<file path="src/tlul_sram_settings.svh">
/*
 * Bus widths and sizing for the TL-UL SRAM subsystem.
 * Included by the packages and by every module that sizes a port or an array.
 */
`ifndef TLUL_SRAM_SETTINGS_SVH
`define TLUL_SRAM_SETTINGS_SVH

// TL-UL address, data and source widths
`define TL_AW 32
`define TL_DW 32
`define TL_SRCW 6

// Word address width of the SRAM, 1024 words of 32 bits
`define SRAM_AW 10

// Responses that may be in flight between the A and D channels
`define RSP_DEPTH 4

`endif

</file>
<file path="src/tlul_pkg.sv">
/*
 * TL-UL channel types for the single-beat device port.
 * Modules refer to these by scoped name, e.g. tlul_pkg::tl_a_t.
 */
`include "tlul_sram_settings.svh"

package tlul_pkg;

  // A-channel opcodes the port can see, anything else is rejected
  typedef enum logic [2:0] {
    PutFullData    = 3'd0,
    PutPartialData = 3'd1,
    Get            = 3'd4
  } tl_a_op_e;

  typedef enum logic [2:0] {
    AccessAck     = 3'd0,
    AccessAckData = 3'd1
  } tl_d_op_e;

  // Request beat from the host, size is log2 of the byte count
  typedef struct packed {
    logic                  valid;
    tl_a_op_e              opcode;
    logic [1:0]            size;
    logic [`TL_SRCW-1:0]   source;
    logic [`TL_AW-1:0]     address;
    logic [`TL_DW/8-1:0]   mask;
    logic [`TL_DW-1:0]     data;
  } tl_a_t;

  // Response beat back to the host
  typedef struct packed {
    logic                  valid;
    tl_d_op_e              opcode;
    logic [1:0]            size;
    logic [`TL_SRCW-1:0]   source;
    logic [`TL_DW-1:0]     data;
    logic                  error;
  } tl_d_t;

endpackage

</file>
<file path="src/sram_pkg.sv">
/*
 * Types on the memory side of the port: the SRAM request and the
 * descriptor that records how each accepted request must be answered.
 */
`include "tlul_sram_settings.svh"

package sram_pkg;

  // One SRAM access, the mask is already expanded to one bit per data bit
  typedef struct packed {
    logic                  req;
    logic                  we;
    logic [`SRAM_AW-1:0]   addr;
    logic [`TL_DW-1:0]     wdata;
    logic [`TL_DW-1:0]     wmask;
  } sram_req_t;

  // Pending response, has_data tells the builder to wait for read data
  typedef struct packed {
    tlul_pkg::tl_d_op_e    opcode;
    logic [1:0]            size;
    logic [`TL_SRCW-1:0]   source;
    logic                  error;
    logic                  has_data;
  } rsp_desc_t;

endpackage

</file>
<file path="src/tlul_sram_req_adapter.sv">
/*
 * A-channel front end: checks each request, issues the SRAM access in the
 * acceptance cycle and pushes a descriptor for the matching response.
 */
`timescale 1ns/1ps
`include "tlul_sram_settings.svh"

module tlul_sram_req_adapter (
  input  logic                clk_i,
  input  logic                rst_i,
  input  tlul_pkg::tl_a_t     tl_a_i,
  output logic                tl_a_ready_o,
  input  logic                gnt_i,
  output sram_pkg::sram_req_t sram_req_o,
  input  logic                desc_full_i,
  output logic                desc_push_o,
  output sram_pkg::rsp_desc_t desc_o
);

  logic              en_q;
  logic              is_get;
  logic              is_full;
  logic              op_ok;
  logic              size_ok;
  logic              align_ok;
  logic              range_ok;
  logic              req_err;
  logic              accept;
  logic [`TL_DW-1:0] bit_mask;

  // The port opens one cycle after reset is released
  always_ff @(posedge clk_i) begin
    if (rst_i) begin
      en_q <= 1'b0;
    end else begin
      en_q <= 1'b1;
    end
  end

  assign is_get  = (tl_a_i.opcode == tlul_pkg::Get);
  assign is_full = (tl_a_i.opcode == tlul_pkg::PutFullData);
  assign op_ok   = is_get || is_full || (tl_a_i.opcode == tlul_pkg::PutPartialData);

  // Only single-beat accesses up to one 32-bit word are supported
  assign size_ok = (tl_a_i.size != 2'd3);

  always_comb begin
    case (tl_a_i.size)
      2'd1:    align_ok = !tl_a_i.address[0];
      2'd2:    align_ok = (tl_a_i.address[1:0] == 2'b00);
      default: align_ok = 1'b1;
    endcase
  end

  // Any address bit above the SRAM word range makes the request fail
  assign range_ok = (tl_a_i.address[`TL_AW-1:`SRAM_AW+2] == '0);

  assign req_err = tl_a_i.valid && !(op_ok && size_ok && align_ok && range_ok);

  // A failing request never reaches the SRAM, so it does not wait for gnt
  assign tl_a_ready_o = en_q && !desc_full_i && (req_err || gnt_i);
  assign accept       = tl_a_i.valid && tl_a_ready_o;

  always_comb begin
    for (int b = 0; b < `TL_DW / 8; b++) begin
      bit_mask[8*b +: 8] = {8{is_full || tl_a_i.mask[b]}};
    end
  end

  always_comb begin
    sram_req_o.req   = accept && !req_err;
    sram_req_o.we    = !is_get;
    sram_req_o.addr  = tl_a_i.address[`SRAM_AW+1:2];
    sram_req_o.wdata = tl_a_i.data;
    sram_req_o.wmask = bit_mask;
  end

  // A Get is answered with AccessAckData even when it fails
  always_comb begin
    desc_o.opcode   = is_get ? tlul_pkg::AccessAckData : tlul_pkg::AccessAck;
    desc_o.size     = tl_a_i.size;
    desc_o.source   = tl_a_i.source;
    desc_o.error    = req_err;
    desc_o.has_data = is_get && !req_err;
  end

  assign desc_push_o = accept;

endmodule

</file>
<file path="config.mk">
export PLATFORM = sky130hd
export DESIGN_NAME = tlul_sram_req_adapter
export DESIGN_NICKNAME = d
export VERILOG_FILES = /design/src/tlul_pkg.sv /design/src/sram_pkg.sv /design/src/tlul_sram_req_adapter.sv
export VERILOG_INCLUDE_DIRS = /design/src
export SDC_FILE = /design/constraint.sdc
export NUM_CORES = 1
export LEC_CHECK = 0
export BUFFER_PORTS_ARGS = -buffer_cell sky130_fd_sc_hd__buf_4
export CAP_MARGIN = 20
export CORE_AREA = 2 2 67 69
export DETAILED_ROUTE_END_ITERATION = 10
export DIE_AREA = 0 0 69 71
export PLACE_DENSITY = 0.73
export SYNTH_ARGS = -nofsm -noshare
export SYNTH_HDL_FRONTEND = slang
export SYNTH_SLANG_ARGS = --single-unit
</file>
<file path="constraint.sdc">
create_clock -name clk_i -period 1.4 [get_ports clk_i]
set_clock_uncertainty 0.2 [all_clocks]
set_input_delay 0.07 -clock clk_i [delete_from_list [all_inputs] [get_ports clk_i]]
set_output_delay 0.07 -clock clk_i [all_outputs]
set_load 0.02 [all_outputs]
</file>
==> impl_metrics.yaml <==
status:
  run_status: "finished with violations"
  violations: "setup timing"
final_layout:
  register_with_the_most_flip_flops: "en_q"
  areaGrowthSynthToFinish_pct: 81.25
  ff_latch_area_um2: 20.02
  insertedDiodeCount: 0
  filler_cell_count: 426
  multiInputGateArea_um2: 322.8
  design_area_um2: 1597
  reg.largest.list: "en_q x1"
  design.final.nets: 263
  largest_reg_flops: 1
  post_route_cells_drive_above_1_share_pct: 60.92
yosys:
  syn_area_per_cell_um2: 7.340
  synth-seq-area-share_pct: 2.273
  cell_types_with_the_largest_area_share_after_synthesis: "buf_4, ha_1, nor4_2"
  yosysTopAreaCell: "buf_4"
  number_of_distinct_library_cells_after_synthesis: 19
  ys_top_cells_by_count: "buf_4, inv_1, or2_2"
  postSynth.asyncResetShare_pct: 0
  synth_edf_count: 0
  synth.ff_latch_count: 1
  ys.flop_type: "dfxtp_1"
  synth.yosys.warnings: 0
  synth_most_common_cell: "buf_4"
  synth_top_area_share_pct: 69.89
  post_synth_inst_count: 120
  syn-cell-area_um2: 880.8
placement:
  gpl.final_weighted_congestion: 0.6565
  postPlaceCellArea_um2: 1026
  post-dp-hpwl_um: 1879
  place_worst_setup_slack_ns: -0.3045
  io_buffer_count: 76
detailed_routing:
  detail_route.iter0.violations: 4
  first_pass_iters: 2
  routed_wirelength_um: 2660
  drc: 0
  detail_route.vias_per_cell: 3.991
  wl_per_cell_um: 11.77
  antenna_violating_nets_post_route: 0
  vias: 902
sta:
  final_setup_viols: 5
  hold_ws_ns: 0.02205
  post-route-min-period_ns: 1.635
  clock.fmax_mhz: 611.7
  fin_crit_sh_pct: 116.8
  final-max-slew-violation-count: 0
  finalHoldViolCount: 0
  grt_setup_unrepaired: "true"
  fin_ws_ns: -0.2347
worst_setup_path:
  path_buf_inv: 4
  path_cells: "buf_8, ha_4, nor4_2, buf_4, nand4_1, buf_6, nor4_4, buf_4"
  timing.critical_path.fanout_max: 2
  crit_start: "tl_a_i[74]"
  worst_path_dominant_cell_family: "buffers and inverters"
  critPathSlowestCell: "nor4_4"
  critPathLaunchType: "input port"
  critPathCaptureType: "output port"
  cpPeakStageDelay_ns: 0.25
  worst-endpoint-arrival_ns: 1.36
  path_type_of_the_worst_setup_path: "in -> out"
  path_common_cell: "buf_4"
  crit_required_ns: 1.13
global_routing:
  number_of_antenna_violations_at_the_first_check_in_global_routing: 0
  first_pass_grt_wire_length_um: 3712
  global_route.usage.total_pct: 8.915
  first_global_vias: 825
  grt_max_degree: 9
  globalRouteOverflowTotal: 0
floorplanning:
  top_level_ports: 175
  floorplan.die_area_um2: 4899
  chipWidth_um: 69
  fp.coreArea_um2: 4204
  rows: 24
  dieHeight_um: 71
  starting_utilization_of_the_core_area_pct: 20.95
power:
  static-leakage-power_nw: 0.7658
  p_per_area_nw_per_um2: 400.4
  power_w: 0.0006393
  worst_ir_drop_vdd_uv: 168.1
job:
  drv.max_cap_violation_count: 0
clock_tree:
  cts.reportedPaths.clkPinSlew_ns: 0
hold_path:
  holdCritPathClass: "in -> reg"
  hold_start: "rst_i"
## cells in the final DEF (no fill, tap or decap), types with 2 or more instances in the layout
master and n:
nand2_1 2, buf_6 5, nor2_1 2, buf_4 81
nor4_1 2, conb_1 2, or2_2 5, ha_4 3
dlygate4sd3_1 48, nor4_2 3, inv_1 6, a21oi_2 2
## final timing paths
| path | endpoint | slack [ns] | depth (start not counted) |
|---|---|---|---|
| setup / recovery | sram_req_o[75] | -0.23 | 8 |
| hold / removal | en_q | 0.02 | 2 |
## repair_timing
action,4_1_cts,5_1_grt
gates resized for setup,15,3
endpoints found under the setup margin,5,5
pin swaps,2,3
hold endpoints to repair,48,0
buffers inserted,1,0
hold buffers,48,0
## final cells by class
class | count | area share [%]
multi-input cells | 31 | 20.22
well taps | 52 | 4.075
inverters | 7 | 1.803
repair buffers | 135 | 72.65
flip-flops and latches | 1 | 1.254
## stage by stage
step                utilization [%]  setup TNS, ns  cells
floorplan                         -              0    121
global placement              24.40         -1.261    179
detailed placement            24.40         -1.339    179
CTS                           37.68         -1.070    226
global route                  37.98         -1.263    226
finish                        37.98        -0.8819    226
## logic make-up (layout without fill, tap and decap cells)
kind of cell               Yosys count  after routing  share of synthesized area (%)
other                                1              2                         0.4257
buffers and inverters               89            142                          72.87
adders and majority gates            3              3                          4.262
DFF                                  1              1                          2.273
and+or+nand+nor                     21             21                          15.77
AOI/OAI and AO/OA                    5              5                          4.404
## metal layers
| metal | global-route usage [%] | vias up | wire, um |
|---|---|---|---|
| li1 | - | 404 | - |
| met3 | 2.422 | 0 | 390 |
| met1 | 7.528 | 399 | 731 |
| met4 | 0 | 0 | 0 |
| met2 | 20.83 | 99 | 1538 |
| met5 | 0 | - | 0 |
## power by group
part / internal [W] / switching (W)
clock network: 0 / 0
registers: 0.0000307 / 0.000000901
logic: 0.000294 / 0.000314
(Power assumes the default switching activity.)
