==> src/tlul_sram_settings.svh <==
/*
 * Bus widths and sizing for the TL-UL SRAM subsystem.
 * Included by the packages and by every module that sizes a port or an array.
 */
`ifndef TLUL_SRAM_SETTINGS_SVH
`define TLUL_SRAM_SETTINGS_SVH

// TL-UL address, data and source widths
`define TL_AW 32
`define TL_DW 32
`define TL_SRCW 6

// Word address width of the SRAM, 1024 words of 32 bits
`define SRAM_AW 10

// Responses that may be in flight between the A and D channels
`define RSP_DEPTH 4

`endif

==> src/tlul_rsp_fifo.sv <==
/*
 * Synchronous FIFO of `RSP_DEPTH entries for in-flight responses.
 * Used once for descriptors and once for SRAM read data.
 */
`timescale 1ns/1ps
`include "tlul_sram_settings.svh"

module tlul_rsp_fifo #(
  parameter int WIDTH = 32
) (
  input  logic             clk_i,
  input  logic             rst_i,
  input  logic             push_i,
  input  logic [WIDTH-1:0] wdata_i,
  input  logic             pop_i,
  output logic [WIDTH-1:0] rdata_o,
  output logic             empty_o,
  output logic             full_o
);

  localparam int DEPTH = `RSP_DEPTH;
  localparam int PTR_W = (DEPTH > 1) ? $clog2(DEPTH) : 1;
  localparam int CNT_W = $clog2(DEPTH + 1);

  logic [WIDTH-1:0] mem_q [DEPTH];
  logic [PTR_W-1:0] wr_ptr_q;
  logic [PTR_W-1:0] rd_ptr_q;
  logic [CNT_W-1:0] count_q;
  logic             do_push;
  logic             do_pop;

  function automatic logic [PTR_W-1:0] ptr_inc(input logic [PTR_W-1:0] ptr);
    if (ptr == PTR_W'(DEPTH - 1)) begin
      return '0;
    end
    return ptr + 1'b1;
  endfunction

  assign empty_o = (count_q == '0);
  assign full_o  = (count_q == CNT_W'(DEPTH));
  assign do_push = push_i && !full_o;
  assign do_pop  = pop_i && !empty_o;

  // Head is read straight from the array, so a push shows one cycle later
  assign rdata_o = mem_q[rd_ptr_q];

  always_ff @(posedge clk_i) begin
    if (do_push) begin
      mem_q[wr_ptr_q] <= wdata_i;
    end
  end

  always_ff @(posedge clk_i) begin
    if (rst_i) begin
      wr_ptr_q <= '0;
      rd_ptr_q <= '0;
      count_q  <= '0;
    end else begin
      if (do_push) begin
        wr_ptr_q <= ptr_inc(wr_ptr_q);
      end
      if (do_pop) begin
        rd_ptr_q <= ptr_inc(rd_ptr_q);
      end
      case ({do_push, do_pop})
        2'b10:   count_q <= count_q + 1'b1;
        2'b01:   count_q <= count_q - 1'b1;
        default: count_q <= count_q;
      endcase
    end
  end

endmodule

==> config.mk <==
export PLATFORM = sky130hd
export DESIGN_NAME = tlul_rsp_fifo
export DESIGN_NICKNAME = d
export VERILOG_FILES = /design/src/tlul_rsp_fifo.sv
export VERILOG_INCLUDE_DIRS = /design/src
export SDC_FILE = /design/constraint.sdc
export NUM_CORES = 1
export LEC_CHECK = 0
export BUFFER_PORTS_ARGS = -buffer_cell sky130_fd_sc_hd__buf_2
export CAP_MARGIN = 10
export CORE_MARGIN = 2
export CORE_UTILIZATION = 49
export DETAILED_ROUTE_END_ITERATION = 7
export GPL_ROUTABILITY_DRIVEN = 0
export GPL_TIMING_DRIVEN = 0
export PLACE_DENSITY = 0.76
export SLEW_MARGIN = 20
export SYNTH_ARGS = -nofsm -noshare
export SYNTH_HDL_FRONTEND = slang
export SYNTH_SLANG_ARGS = --single-unit
export TNS_END_PERCENT = 10
==> constraint.sdc <==
create_clock -name clk_i -period 2.5 [get_ports clk_i]
set_input_delay 0.375 -clock clk_i [delete_from_list [all_inputs] [get_ports clk_i]]
set_output_delay 0.375 -clock clk_i [all_outputs]
set_load 0.01 [all_outputs]
==> metrics.log <==
INFO  metric net_switching = 1.62 mW
INFO  metric number_of_antenna_violations_at_the_first_check_in_global_routing = 1
INFO  metric post_synth_mux_area_share = 14.3%
INFO  metric crit_buf_inv = 3
INFO  metric r2r-start = count_q[1]$_SDFFE_PP0P_
INFO  metric ys_seq_elements = 137
INFO  metric sequentialPowerShare = 43.6%
INFO  metric synth_sequential_area_ratio = 78.9%
INFO  metric worst-path-stages = 10
INFO  metric cts_sinks = 137
INFO  metric die_height = 106 um
INFO  metric slew_of_the_pin_with_the_lowest_slew_margin = 863 ps
INFO  metric grt_max_degree = 33
INFO  metric power.switching_fraction = 24.9%
INFO  metric hold_path_startpoint = wdata_i[18]
INFO  metric detail_route.first_pass.iterations = 4
INFO  metric synth_fa_ha_area_share = 1.86%
INFO  metric static_leakage = 2.16 nW
INFO  metric mappedNetlistNets = 264
INFO  metric ff2ff_path_depth = 10
INFO  metric floorplan.initialDensity = 49.9%
INFO  metric synth_top_cells_by_area = edfxtp_1 75%, mux4_2 14%, dfxtp_1 3.5%, ha_1 1.5%, inv_1 0.59%
INFO  metric slowest_delay = 400 ps
INFO  metric netlist.area_leader.share = 75.3%
INFO  metric synthFlopType = edfxtp_1
INFO  metric die-width = 106 um
INFO  metric dp.final_hpwl = 5410 um
INFO  metric via_count_of_the_first_global_routing_pass = 2540
INFO  metric worstPathRequired = 2950 ps
INFO  metric post_route_worst_hold_slack = 71.1 ps
INFO  metric drt_wl_total = 8630 um
INFO  metric num_antenna_cells = 0
INFO  metric timing.setup.critical_path_class = reg2reg
INFO  metric post_synth.cell_area_avg = 23.1 um2
INFO  metric worst_setup_path_start_kind = register
INFO  metric clk_transition_reported_paths = 60 ps
INFO  metric drt_first_iter_violations = 148
INFO  metric post-route-min-period = 2390 ps
INFO  metric combPwrFrac = 19.6%
INFO  metric clock_power_share = 36.8%
INFO  metric layout-drive-gt1-share = 46.3%
INFO  metric wl_per_cell = 18.8 um
INFO  metric drc = 0
INFO  metric distinct_cells_synth = 28
INFO  metric crit_fanout = 9
INFO  metric area_growth_syn_to_layout = 21.9%
INFO  metric cts_tree = built
INFO  metric synth_compound_area_share = 1.03%
INFO  metric synthTopCellsByCount = 128 x edfxtp_1, 32 x mux4_2, 9 x dfxtp_1
INFO  metric cellInternalPower = 4.89 mW
INFO  metric stdcell_count = 458
INFO  metric synth_simple_gate_area_share = 1.94%
INFO  metric gr-total-overflow = 0
INFO  metric worst_path_max_delay_cell = or3_2
INFO  metric route.vias.total = 2429
INFO  metric post_synth_instance_area = 5100 um2
INFO  metric path_common_cell = inv_1
INFO  metric ordered_cell_list_for_the_critical_path = or3b_1, buf_6, and2_4, inv_1, ha_2, inv_1, fa_2, xor2_1, or3_2, a21oi_1
INFO  metric arrival = 2830 ps
INFO  metric number_of_cells_produced_by_synthesis = 221
INFO  metric clk-insertion-delay-late = 520 ps
INFO  metric maximum_level_of_the_cts_h_tree = 4
INFO  metric ctsLongestPathBuffers = 2
INFO  metric power.total = 6.51 mW
INFO  metric tns = 0 ps
INFO  metric layout_setup_ws = 114 ps
INFO  metric slew_headroom = 42.5%
INFO  metric max_cap_viol_count = 0
INFO  metric vdd_ir_drop_max = 0.555 mV
INFO  metric cellPowerDensity = 1050 nW/um2
INFO  metric nets = 352
INFO  metric dp_worst_setup_slack = 41.3 ps
INFO  metric final_antenna_net_count = 0
INFO  metric largest_family_of_logic_cells_by_synthesized_area = multiplexers
INFO  metric endpoint_kind = register
INFO  metric synth_enable_flop_cells = 128
INFO  metric run_status = complete, no violations
INFO  metric clock-root-buffer = clkbuf_8
INFO  metric report.final.slew_viol_count = 0
INFO  metric dieArea = 11200 um2
INFO  metric instance_area_after_placement = 5630 um2
INFO  metric timing.hold.worst_endpoint = mem_q[2][18]$_DFFE_PP_
INFO  metric post_route_skew = 6.58 ps
INFO  metric report.final.hold_viol_count = 0
INFO  metric report.final.setup_viol = 0
INFO  metric critPathTopFamily = simple AND/OR/NAND/NOR gates
INFO  metric synth_xor_area_share = 0.343%
INFO  metric hold_path_depth = 1
INFO  metric regToRegEndpoint = count_q[2]$_SDFFE_PP0P_
INFO  metric fmaxAchievable = 419 MHz
INFO  metric n_fill_cell = 713
INFO  metric placedCellCount = 426
INFO  metric top_level_ports = 70
INFO  metric core = 10200 um2
INFO  metric utilization = 60.8%
INFO  metric grt_pass1_wl = 13200 um
INFO  metric synth-async-reset-ratio = 0%
INFO  metric synthMostInstantiatedCell = edfxtp_1
INFO  metric synth_area_leader_cell = edfxtp_1
INFO  metric average_vias_per_placed_instance = 5.30
INFO  metric hold_path_class = in2reg
INFO  metric track_usage = 16.7%
INFO  metric cts_buffers = 17
INFO  metric yosysWarningCount = 0
INFO  metric rsz0062_at_grt = true
INFO  metric std_cell_rows = 37
INFO  metric layout_worst_path_cycle_share = 95.4%
INFO  metric portBuffers = 68
INFO  metric fin_area = 6220 um2
INFO  metric reg2reg_setup_slack = 110 ps
==> registers in the layout, indices dropped and copies added, names as in the netlist, named ones only <==
signal	flops
count_q	3
mem_q	128
rd_ptr_q	2
wr_ptr_q	2
==> placed cells by master (no fill, tap or decap), types with 2 or more instances in the layout <==
cell type | netlist | layout
edfxtp_1 | 128 | 128
buf_2 | 1 | 69
mux4_2 | 32 | 32
clkbuf_16 | 0 | 16
inv_1 | 8 | 8
dfxtp_1 | 9 | 6
ha_1 | 6 | 5
and3_2 | 3 | 4
nor2_1 | 4 | 4
a21oi_1 | 4 | 4
clkinvlp_4 | 0 | 4
clkinv_2 | 0 | 4
buf_4 | 3 | 3
bufinv_16 | 0 | 3
dfxtp_2 | 0 | 3
nor3_1 | 2 | 2
clkbuf_2 | 0 | 2
clkbuf_1 | 1 | 2
xor2_1 | 2 | 2
nand3_1 | 2 | 2
clkinv_1 | 0 | 2
==> worst max-delay path by stage <==
stage / startpoint / end / slack, ps
2_1_floorplan: count_q[2]$_SDFFE_PP0P_ / count_q[2]$_SDFFE_PP0P_ / 150
3_3_place_gp: count_q[0]$_SDFFE_PP0P_ / mem_q[0][5]$_DFFE_PP_ / 50
3_5_place_dp: count_q[2]$_SDFFE_PP0P_ / count_q[2]$_SDFFE_PP0P_ / 40
4_1_cts: count_q[2]$_SDFFE_PP0P_ / count_q[2]$_SDFFE_PP0P_ / 30
5_1_grt: count_q[1]$_SDFFE_PP0P_ / count_q[2]$_SDFFE_PP0P_ / -10
6_report: count_q[1]$_SDFFE_PP0P_ / count_q[2]$_SDFFE_PP0P_ / 110
==> kinds of logic (layout without fill, tap and decap cells) <==
group,after synthesis,in the layout
adders and majority gates,7,7
DFF,137,137
AOI/OAI and AO/OA,8,8
and+or+nand+nor,17,17
muxes,33,33
xor gates and xnor gates,2,2
buffers and inverters,17,118
==> per-layer routing <==
| metal | GRT usage (%) | routed length, um | share of wire, % |
|---|---|---|---|
| met5 | 0 | 16 | 0.19 |
| met4 | 6.77 | 123 | 1.4 |
| met3 | 6.87 | 548 | 6.4 |
| met2 | 27.6 | 4420 | 51 |
| met1 | 19.5 | 3510 | 41 |
==> repair_timing <==
item                       4_1_cts  5_1_grt
setup endpoints to repair        0       18
gates resized for setup          0        7
setup buffers                    0        0
hold buffers                     0        0
==> power by group through the flow <==
stage               combinational, mW  sequential, mW  clock, mW
detailed placement               1.29            2.88          0
global placement                 1.25            2.87          0
finish                           1.28            2.84       2.40
CTS                              1.30            2.84       2.44
floorplan                       0.859            2.86          0
global route                     1.40            2.86       2.52
==> worst register-to-register path, cell delays in order, from the launching register on <==
cell and delay [ps]:
dfxtp_2 340, or3b_1 380, buf_6 150, and2_4 150, inv_1 50, ha_2 180
inv_1 50, fa_2 330, xor2_1 150, or3_2 400, a21oi_1 130
==> layout make-up <==
class                   count  area, um2  share of cell area (%)
clock inverters            14        156                    2.51
repair buffers             69        360                    5.79
clock buffers              18        418                    6.72
well taps                 136        170                    2.74
plain buffers               9       56.3                   0.905
flip-flops and latches    137       4030                    64.8
inverters                   8       30.0                   0.483
multi-input cells          67       1000                    16.1
Note: power is estimated with default switching activity, not from simulation.
