<file path="config.mk">
export PLATFORM = sky130hd
export DESIGN_NAME = tlul_rsp_builder
export DESIGN_NICKNAME = d
export VERILOG_FILES = /design/src/tlul_pkg.sv /design/src/sram_pkg.sv /design/src/tlul_rsp_builder.sv
export VERILOG_INCLUDE_DIRS = /design/src
export SDC_FILE = /design/constraint.sdc
export NUM_CORES = 1
export LEC_CHECK = 0
export BUFFER_PORTS_ARGS = -buffer_cell sky130_fd_sc_hd__buf_2
export CAP_MARGIN = 20
export CORE_MARGIN = 2
export CORE_UTILIZATION = 23
export CTS_CLUSTER_DIAMETER = 150
export DETAILED_ROUTE_END_ITERATION = 8
export HOLD_SLACK_MARGIN = 0.12
export PLACE_DENSITY_LB_ADDON = 0.1
export SYNTH_ARGS = -nofsm -noshare
export SYNTH_HDL_FRONTEND = slang
export SYNTH_SLANG_ARGS = --single-unit
</file>
<file path="constraint.sdc">
create_clock -name clk_i -period 1.3 [get_ports clk_i]
set_input_delay 0.26 -clock clk_i [delete_from_list [all_inputs] [get_ports clk_i]]
set_output_delay 0.26 -clock clk_i [all_outputs]
set_load 0.05 [all_outputs]
</file>
<file path="src/tlul_sram_settings.svh">
/*
 * Bus widths and sizing for the TL-UL SRAM subsystem.
 * Included by the packages and by every module that sizes a port or an array.
 */
`ifndef TLUL_SRAM_SETTINGS_SVH
`define TLUL_SRAM_SETTINGS_SVH

// TL-UL address, data and source widths
`define TL_AW 32
`define TL_DW 32
`define TL_SRCW 6

// Word address width of the SRAM, 1024 words of 32 bits
`define SRAM_AW 10

// Responses that may be in flight between the A and D channels
`define RSP_DEPTH 4

`endif

</file>
<file path="src/tlul_pkg.sv">
/*
 * TL-UL channel types for the single-beat device port.
 * Modules refer to these by scoped name, e.g. tlul_pkg::tl_a_t.
 */
`include "tlul_sram_settings.svh"

package tlul_pkg;

  // A-channel opcodes the port can see, anything else is rejected
  typedef enum logic [2:0] {
    PutFullData    = 3'd0,
    PutPartialData = 3'd1,
    Get            = 3'd4
  } tl_a_op_e;

  typedef enum logic [2:0] {
    AccessAck     = 3'd0,
    AccessAckData = 3'd1
  } tl_d_op_e;

  // Request beat from the host, size is log2 of the byte count
  typedef struct packed {
    logic                  valid;
    tl_a_op_e              opcode;
    logic [1:0]            size;
    logic [`TL_SRCW-1:0]   source;
    logic [`TL_AW-1:0]     address;
    logic [`TL_DW/8-1:0]   mask;
    logic [`TL_DW-1:0]     data;
  } tl_a_t;

  // Response beat back to the host
  typedef struct packed {
    logic                  valid;
    tl_d_op_e              opcode;
    logic [1:0]            size;
    logic [`TL_SRCW-1:0]   source;
    logic [`TL_DW-1:0]     data;
    logic                  error;
  } tl_d_t;

endpackage

</file>
<file path="src/sram_pkg.sv">
/*
 * Types on the memory side of the port: the SRAM request and the
 * descriptor that records how each accepted request must be answered.
 */
`include "tlul_sram_settings.svh"

package sram_pkg;

  // One SRAM access, the mask is already expanded to one bit per data bit
  typedef struct packed {
    logic                  req;
    logic                  we;
    logic [`SRAM_AW-1:0]   addr;
    logic [`TL_DW-1:0]     wdata;
    logic [`TL_DW-1:0]     wmask;
  } sram_req_t;

  // Pending response, has_data tells the builder to wait for read data
  typedef struct packed {
    tlul_pkg::tl_d_op_e    opcode;
    logic [1:0]            size;
    logic [`TL_SRCW-1:0]   source;
    logic                  error;
    logic                  has_data;
  } rsp_desc_t;

endpackage

</file>
<file path="src/tlul_rsp_builder.sv">
/*
 * D-channel back end: joins the descriptor at the FIFO head with its read
 * data and holds the beat until the host takes it.
 */
`timescale 1ns/1ps
`include "tlul_sram_settings.svh"

module tlul_rsp_builder (
  input  logic                clk_i,
  input  logic                rst_i,
  input  sram_pkg::rsp_desc_t desc_i,
  input  logic                desc_empty_i,
  input  logic [`TL_DW-1:0]   rdata_i,
  input  logic                data_empty_i,
  output tlul_pkg::tl_d_t     tl_d_o,
  input  logic                tl_d_ready_i,
  output logic                desc_pop_o,
  output logic                data_pop_o
);

  logic head_ready;
  logic held_q;

  // A read response waits until its data has landed in the data FIFO
  assign head_ready = !desc_empty_i && (!desc_i.has_data || !data_empty_i);

  // Set while an offered beat is stalled by the host
  always_ff @(posedge clk_i) begin
    if (rst_i) begin
      held_q <= 1'b0;
    end else begin
      held_q <= tl_d_o.valid && !tl_d_ready_i;
    end
  end

  // Both FIFO heads stay put until the pop, so the payload is stable
  // for as long as the beat is held
  always_comb begin
    tl_d_o.valid  = head_ready || held_q;
    tl_d_o.opcode = desc_i.opcode;
    tl_d_o.size   = desc_i.size;
    tl_d_o.source = desc_i.source;
    tl_d_o.data   = desc_i.has_data ? rdata_i : '0;
    tl_d_o.error  = desc_i.error;
  end

  assign desc_pop_o = tl_d_o.valid && tl_d_ready_i;
  assign data_pop_o = desc_pop_o && desc_i.has_data;

endmodule

</file>
==> results of run 1 <==
## final timing paths
kind | startpoint | endpoint | cells past startpoint
setup / recovery | desc_i[0] | desc_pop_o | 4
setup reg to reg | held_q$_SDFF_PP0_ | held_q$_SDFF_PP0_ | 1
hold / removal | held_q$_SDFF_PP0_ | held_q$_SDFF_PP0_ | 1
hold reg to reg | held_q$_SDFF_PP0_ | held_q$_SDFF_PP0_ | 1
## layout by cell type (no fill, tap or decap)
cell      count
and2_2       12
nor2_1        2
or2_1         1
o211a_1       1
and2_1       20
buf_12        1
dfxtp_1       1
a21oi_1       1
buf_2        70
o21a_1        2
clkbuf_4      2
## worst max-delay path: stages
cell	delay [ns]
buf_2	0.13
a21oi_1	0.20
o21a_1	0.14
clkbuf_4	0.22
## where the power goes
part           internal, mW  leakage, nW  switching (mW)
logic                 0.119        0.443           0.262
registers            0.0328      0.00820         0.00121
clock network             0            0               0
total                 0.151        0.451           0.264
## metal layers
layer	global-route usage [%]	vias up
met3	0.400	2
li1	-	274
met5	0	-
met4	1.18	0
met1	13.8	203
met2	22.0	36
## stage by stage
step | instances | area [um^2]
2_1_floorplan | 55 | 384
3_3_place_gp | 129 | 679
3_5_place_dp | 129 | 679
4_1_cts | 129 | 679
5_1_grt | 129 | 684
6_report | 129 | 684
## synthesized netlist by cell type (all sizes together)
cell    number  area (um^2)
nor2         2         7.51
buf         12         90.1
o211a        1         10.0
or2          1         6.26
dfxtp        1         20.0
a21oi        1         5.00
clkbuf       3         15.0
o21a         2         15.0
and2        32          215
## final cells by class
cell class / instances / area [um^2] / area share [%]
timing repair buffer: 73 / 385 / 56.3
multi-input combinational: 39 / 259 / 37.8
sequential: 1 / 20.0 / 2.93
tap: 16 / 20.0 / 2.93
## cell families after synthesis
kind of cell           share of synthesized area [%]
flip-flops                                      5.21
AO/OA/AOI/OAI                                   7.82
AND/OR/NAND/NOR                                 59.6
buffers and inverters                           27.4
## timing repair
action	4_1_cts	5_1_grt
setup endpoints to repair	0	2
resized for setup	0	2
hold buffers	0	0
==> results_dict.tcl, run 1 <==
set metrics [dict create \
    cp-start-kind "primary input" \
    die_y_um 44.9 \
    p_total_uw 415 \
    io_buffers 72 \
    wl_per_cell_um 9.59 \
    ios 97 \
    synth_nets 105 \
    gp_routability_congestion 0.616 \
    largestRegisters "held_q (1)" \
    first_pass_iters 1 \
    crit_fanout 3 \
    antenna_found_initial 0 \
    route.met2.wl_um 653 \
    yosysWarnings 0 \
    max-cap-violations 0 \
    grt_pass1_wl_um 1840 \
    ir_drop_v 0.000215 \
    holdWs_ns 0.507 \
    synth_seq_cells 1 \
    grt_max_degree 33 \
    grt_usage_pct 11.2 \
    die_area_um2 2010 \
    dieWidth_um 44.9 \
    synth_area_per_cell_um2 6.98 \
    fin_crit_sh_pct 92.4 \
    drc 0 \
    ys_seq_area_share_pct 5.21 \
    period_needed_ns 1.20 \
    min_path_type "register to register" \
    cts.clk_slew.worst_paths_ns 0 \
    reg2reg_slack_ns 0.70 \
    skew_ns 0 \
    final_hold_viol_count 0 \
    rsz0062_at_grt "false" \
    cts_setup_buffers 0 \
    highest_layer "met4" \
    drtIter0Drc 0 \
    via_per_inst 3.99 \
    required_ns 1.04 \
    start_util_pct 24.9 \
    pre_cts_ws_ns 0.0634 \
    yosysUniqueCellTypes 10 \
    vias 515 \
    rows 14 \
    p_leak_nw 0.451 \
    tightest_slew_ns 0.255 \
    setup_violations 0 \
    p_per_area_nw_per_um2 606 \
    nNetsFinal 165 \
    setup_tns_ns 0 \
    largest_register_ffs 1 \
    outcome "complete, no violations" \
    dr_wl_met3_um 176 \
    drive_above_1_share_pct 75.2 \
    max_freq_ghz 0.832 \
    wl_met1_um 399 \
    path_class "primary input to output pin" \
    first_global_vias 436 \
    coreArea_um2 1540 \
    wl_um 1240 \
    clock_latency_ns 0 \
    slew_violations 0 \
    nFillCells 173 \
    drtAntennaViolNets 0 \
    antennaDiodeCount 0 \
    syn-instance-count 55 \
    slew_headroom_pct 83.1 \
    syn_to_final_growth_pct 78.2 \
    crit_arrival_ns 0.94 \
    fin_util_pct 44.4 \
    regMostFlops "held_q" \
    synth_area_um2 384 \
    crit_path_end_kind "output pin" \
    grt_overflow 0 \
    fin_ws_ns 0.0985 \
]
(Power assumes the default switching activity.)
==> run 2, diff against run 1 <==
- BUFFER_PORTS_ARGS: -buffer_cell sky130_fd_sc_hd__buf_2 -> default
- CORE_AREA: default -> 2 2 39 41
- CORE_MARGIN: 2 -> default
- CORE_UTILIZATION: 23 -> default
- DIE_AREA: default -> 0 0 41 43
- DONT_BUFFER_PORTS: default -> 1
==> run 2 against run 1 <==
Net effect:
- worst setup slack gained 0.16 ns
- worst hold slack got worse by 0.090 ns
- sequential share of layout area increased by 1.4 points
- first-iteration DRC count stayed put
- sequential cell count unchanged
- core utilization is 11 points lower
- final cell count is 40% lower
- die area is 12% lower
- register-to-register slack barely moved
==> results_dict.tcl, run 2 (synthesis gave the netlist of run 1 again) <==
set metrics [dict create \
    crit_fanout 4 \
    crit_cells 1 \
    min_path_type "primary input to register" \
    nFillCells 166 \
    cts_hold_buf 0 \
    p_sw_uw 239 \
    outcome "complete, no violations" \
    via_per_inst 4.54 \
    antennaDiodeCount 0 \
    largestRegisters "held_q (1)" \
    setup_tns_ns 0 \
    skew_ns 0 \
    final_hold_viol_count 0 \
    start_util_pct 27.8 \
    drive_above_1_share_pct 54.8 \
    period_needed_ns 1.04 \
    rsz0062_at_grt "false" \
    drc 0 \
    coreArea_um2 1380 \
    p_clk_share_pct 0 \
    fin_ws_ns 0.256 \
    die_area_um2 1760 \
    ir_drop_v 0.000239 \
    path_class "register to output pin" \
    r2r_end "held_q$_SDFF_PP0_" \
    critPathTopFamily "compound AO/OA/AOI/OAI gates" \
    io_buffers 0 \
    crit_arrival_ns 0.78 \
    p_leak_nw 0.242 \
    largest_register_ffs 1 \
    nNetsFinal 114 \
    sequentialPowerShare_pct 9.6 \
    gp_routability_congestion 0.553 \
    final_cell_mix "22 x buf_4, 20 x and2_1, 12 x and2_2" \
    rr_worst_depth 1 \
    ios 97 \
    rr_startpoint "held_q$_SDFF_PP0_" \
    cts_setup_buffers 0 \
    clock_latency_ns 0 \
    fin_crit_sh_pct 80.3 \
    setup_violations 0 \
    crit_slowest_cell "o211a_1" \
    wl_um 1010 \
    internal_power_uw 115 \
    worstHoldStart "rst_i" \
    final_common_cell "buf_4" \
    grt_pass1_wl_um 1060 \
    slew_headroom_pct 72.2 \
    syn_to_final_growth_pct 20.8 \
    first_pass_iters 1 \
    slew_violations 0 \
    drtIter0Drc 0 \
    die_y_um 43 \
    dieWidth_um 41 \
    p_sw_share_pct 67.4 \
    pre_cts_ws_ns 0.252 \
    grt_usage_pct 7.99 \
    vias 354 \
    max-cap-violations 0 \
    crit_path_end_kind "output pin" \
    wl_per_cell_um 12.9 \
    tightest_slew_ns 0.419 \
    drtAntennaViolNets 0 \
    min_path_cells 2 \
    antenna_found_initial 0 \
    fin_util_pct 33.5 \
    grt_overflow 0 \
    cp.buffers_inverters 0 \
    combPwrFrac_pct 90.4 \
    max_stage_delay_ns 0.44 \
    p_per_area_nw_per_um2 763 \
    regMostFlops "held_q" \
    required_ns 1.04 \
    first_global_vias 260 \
    worstPathCellList "o211a_1" \
    cts_resized 0 \
    grt_max_degree 35 \
    min_to "held_q$_SDFF_PP0_" \
    cts.clk_slew.worst_paths_ns 0 \
    cp-start-kind "register" \
    reg2reg_slack_ns 0.70 \
    max_freq_ghz 0.958 \
    rows 14 \
]
run 2: power groups by stage:
stage | Combinational (mW) | Sequential (mW) | Clock (mW)
global placement | 0.323 | 0.0339 | 0
CTS | 0.322 | 0.0340 | 0
global route | 0.332 | 0.0342 | 0
finish | 0.320 | 0.0340 | 0
floorplan | 0.368 | 0.0337 | 0
detailed placement | 0.322 | 0.0340 | 0
run 2: routing by layer:
metal | track usage (%) | wire [um]
met5 | 0 | 0
met4 | 2.00 | 14
met3 | 0.524 | 192
met2 | 16.3 | 537
met1 | 7.59 | 265
run 2: worst max-delay path by stage:
stage | startpoint | endpoint
after floorplan | data_empty_i | desc_pop_o
after global placement | held_q$_SDFF_PP0_ | data_pop_o
after detailed placement | held_q$_SDFF_PP0_ | data_pop_o
after CTS | held_q$_SDFF_PP0_ | data_pop_o
after global routing | data_empty_i | desc_pop_o
final | held_q$_SDFF_PP0_ | data_pop_o
run 2: final cells by class:
type                       instances  area (um^2)  area share, %
sequential                         1         20.0           4.31
tap                               16         20.0           4.31
multi-input combinational         39          259           55.8
timing repair buffer              22          165           35.6
run 2: through the flow:
stage | cell area (um^2) | hold slack [ns] | std cells | power (mW)
floorplan | 384 | 0.412 | 55 | 0.402
global placement | 464 | 0.417 | 78 | 0.356
detailed placement | 464 | 0.420 | 78 | 0.356
CTS | 464 | 0.420 | 78 | 0.357
global route | 464 | 0.425 | 78 | 0.366
finish | 464 | 0.417 | 78 | 0.354
==> run 3, diff against run 2 <==
- clock period: 1.3 -> 1 ns (I/O delays scaled with it)
==> run 3 against run 2 <==
Net effect:
- die area stayed put
- final cell count stayed put
- worst hold slack worse by 0.054 ns
- critical path depth is 1 higher
- sequential cell count stayed put
- sequential share of layout area is 0.23 points lower
- global-route usage is 0.12 points higher
- core utilization is 1.9 points higher
- wire length is 9.3% lower
- design area is 5.7% higher
- worst setup slack worse by 0.18 ns
- largest cell class unchanged
==> results_dict.tcl, run 3 (synthesis gave the netlist of run 1 again) <==
set metrics [dict create \
    syn_to_final_growth_pct 27.7 \
    clock_latency_ns 0 \
    nNetsFinal 114 \
    largest_register_ffs 1 \
    skew_ns 0 \
    slew_violations 0 \
    holdWs_ns 0.363 \
    grt_usage_pct 8.11 \
    via_per_inst 4.41 \
    sequentialPowerShare_pct 9.3 \
    required_ns 0.80 \
    p_per_area_nw_per_um2 967 \
    worstPathCellList "or2_1 > buf_12" \
    ir_drop_v 0.000248 \
    wl_um 915 \
    post_dp_cell_area_um2 490 \
    max_freq_ghz 1.08 \
    p_total_uw 474 \
    path_class "register to output pin" \
    p_leak_nw 0.250 \
    drc 0 \
    coreArea_um2 1380 \
    fin_util_pct 35.4 \
    drive_above_1_share_pct 56.5 \
    cp.buffers_inverters 1 \
    p_clk_share_pct 0 \
    outcome "complete, no violations" \
    first_global_vias 291 \
    fin_ws_ns 0.0775 \
    crit_fanout 4 \
    grt_max_degree 35 \
    antennaDiodeCount 0 \
    cts.clk_slew.worst_paths_ns 0 \
    drtAntennaViolNets 0 \
    cts_hold_buf 0 \
    setup_violations 0 \
    fin_cells 78 \
    cp-start-kind "register" \
    setup_tns_ns 0 \
    gp_routability_congestion 0.579 \
    p_sw_share_pct 66.0 \
    crit_slowest_cell "dfxtp_1" \
    wl_per_cell_um 11.7 \
    crit_arrival_ns 0.72 \
    io_buffers 0 \
    die_y_um 43 \
    die_area_um2 1760 \
    critPathTopFamily "flip-flops" \
    rows 14 \
    period_needed_ns 0.922 \
    first_pass_iters 1 \
    final_hold_viol_count 0 \
    slew_headroom_pct 82.2 \
    dp_cells 78 \
    tightest_slew_ns 0.268 \
    combPwrFrac_pct 90.7 \
    regMostFlops "held_q" \
    cts_resized 0 \
    final_cell_mix "20 x and2_1, 20 x buf_4, 12 x and2_2" \
    max-cap-violations 0 \
    grt_pass1_wl_um 1100 \
    p_sw_uw 313 \
    max_stage_delay_ns 0.30 \
    grt_overflow 0 \
    dieWidth_um 41 \
    cts_setup_buffers 0 \
    antenna_found_initial 0 \
    largestRegisters "held_q (1)" \
    min_path_type "primary input to register" \
    ios 97 \
    pre_cts_ws_ns 0.0729 \
    design_area_um2 490 \
    rsz0062_at_grt "false" \
    drtIter0Drc 0 \
    start_util_pct 27.8 \
    vias 344 \
    fin_crit_sh_pct 92.2 \
    nFillCells 154 \
    internal_power_uw 161 \
    crit_path_end_kind "output pin" \
]
## run 3: changes by cell type in the layout (fill, tap and decap cells not counted)
cell	delta
buf_12	+2
buf_4	-2
o21a_1	-1
o21a_2	+1
## run 3: worst paths after layout
check | slack (ns) | startpoint | to | cells past startpoint
worst max-delay path | 0.08 | held_q$_SDFF_PP0_ | tl_d_o[44] | 2
worst min-delay path | 0.36 | rst_i | held_q$_SDFF_PP0_ | 2
worst max register to register | 0.40 | held_q$_SDFF_PP0_ | held_q$_SDFF_PP0_ | 1
worst min register to register | 0.50 | held_q$_SDFF_PP0_ | held_q$_SDFF_PP0_ | 1
## run 3: power groups by stage
stage | Sequential, mW | Combinational, mW | Clock (mW)
floorplan | 0.0438 | 0.479 | 0
global placement | 0.0441 | 0.434 | 0
detailed placement | 0.0442 | 0.433 | 0
CTS | 0.0442 | 0.433 | 0
global route | 0.0447 | 0.446 | 0
finish | 0.0441 | 0.430 | 0
## run 3: cell type report
cell class / instances / area (um^2) / share of cell area, %
Tap cell: 16 / 20.0 / 4.08
Multi-Input combinational cell: 39 / 260 / 53.1
Sequential cell: 1 / 20.0 / 4.08
Timing Repair Buffer: 22 / 190 / 38.8
## run 3: per-layer routing
metal  vias to the layer above  track usage (%)  share of wire [%]
li1                        169                -                  -
met2                        30             15.6                 54
met3                         2             1.05                 15
met5                         -                0                  0
met1                       143             8.60                 30
met4                         0             1.33               0.87
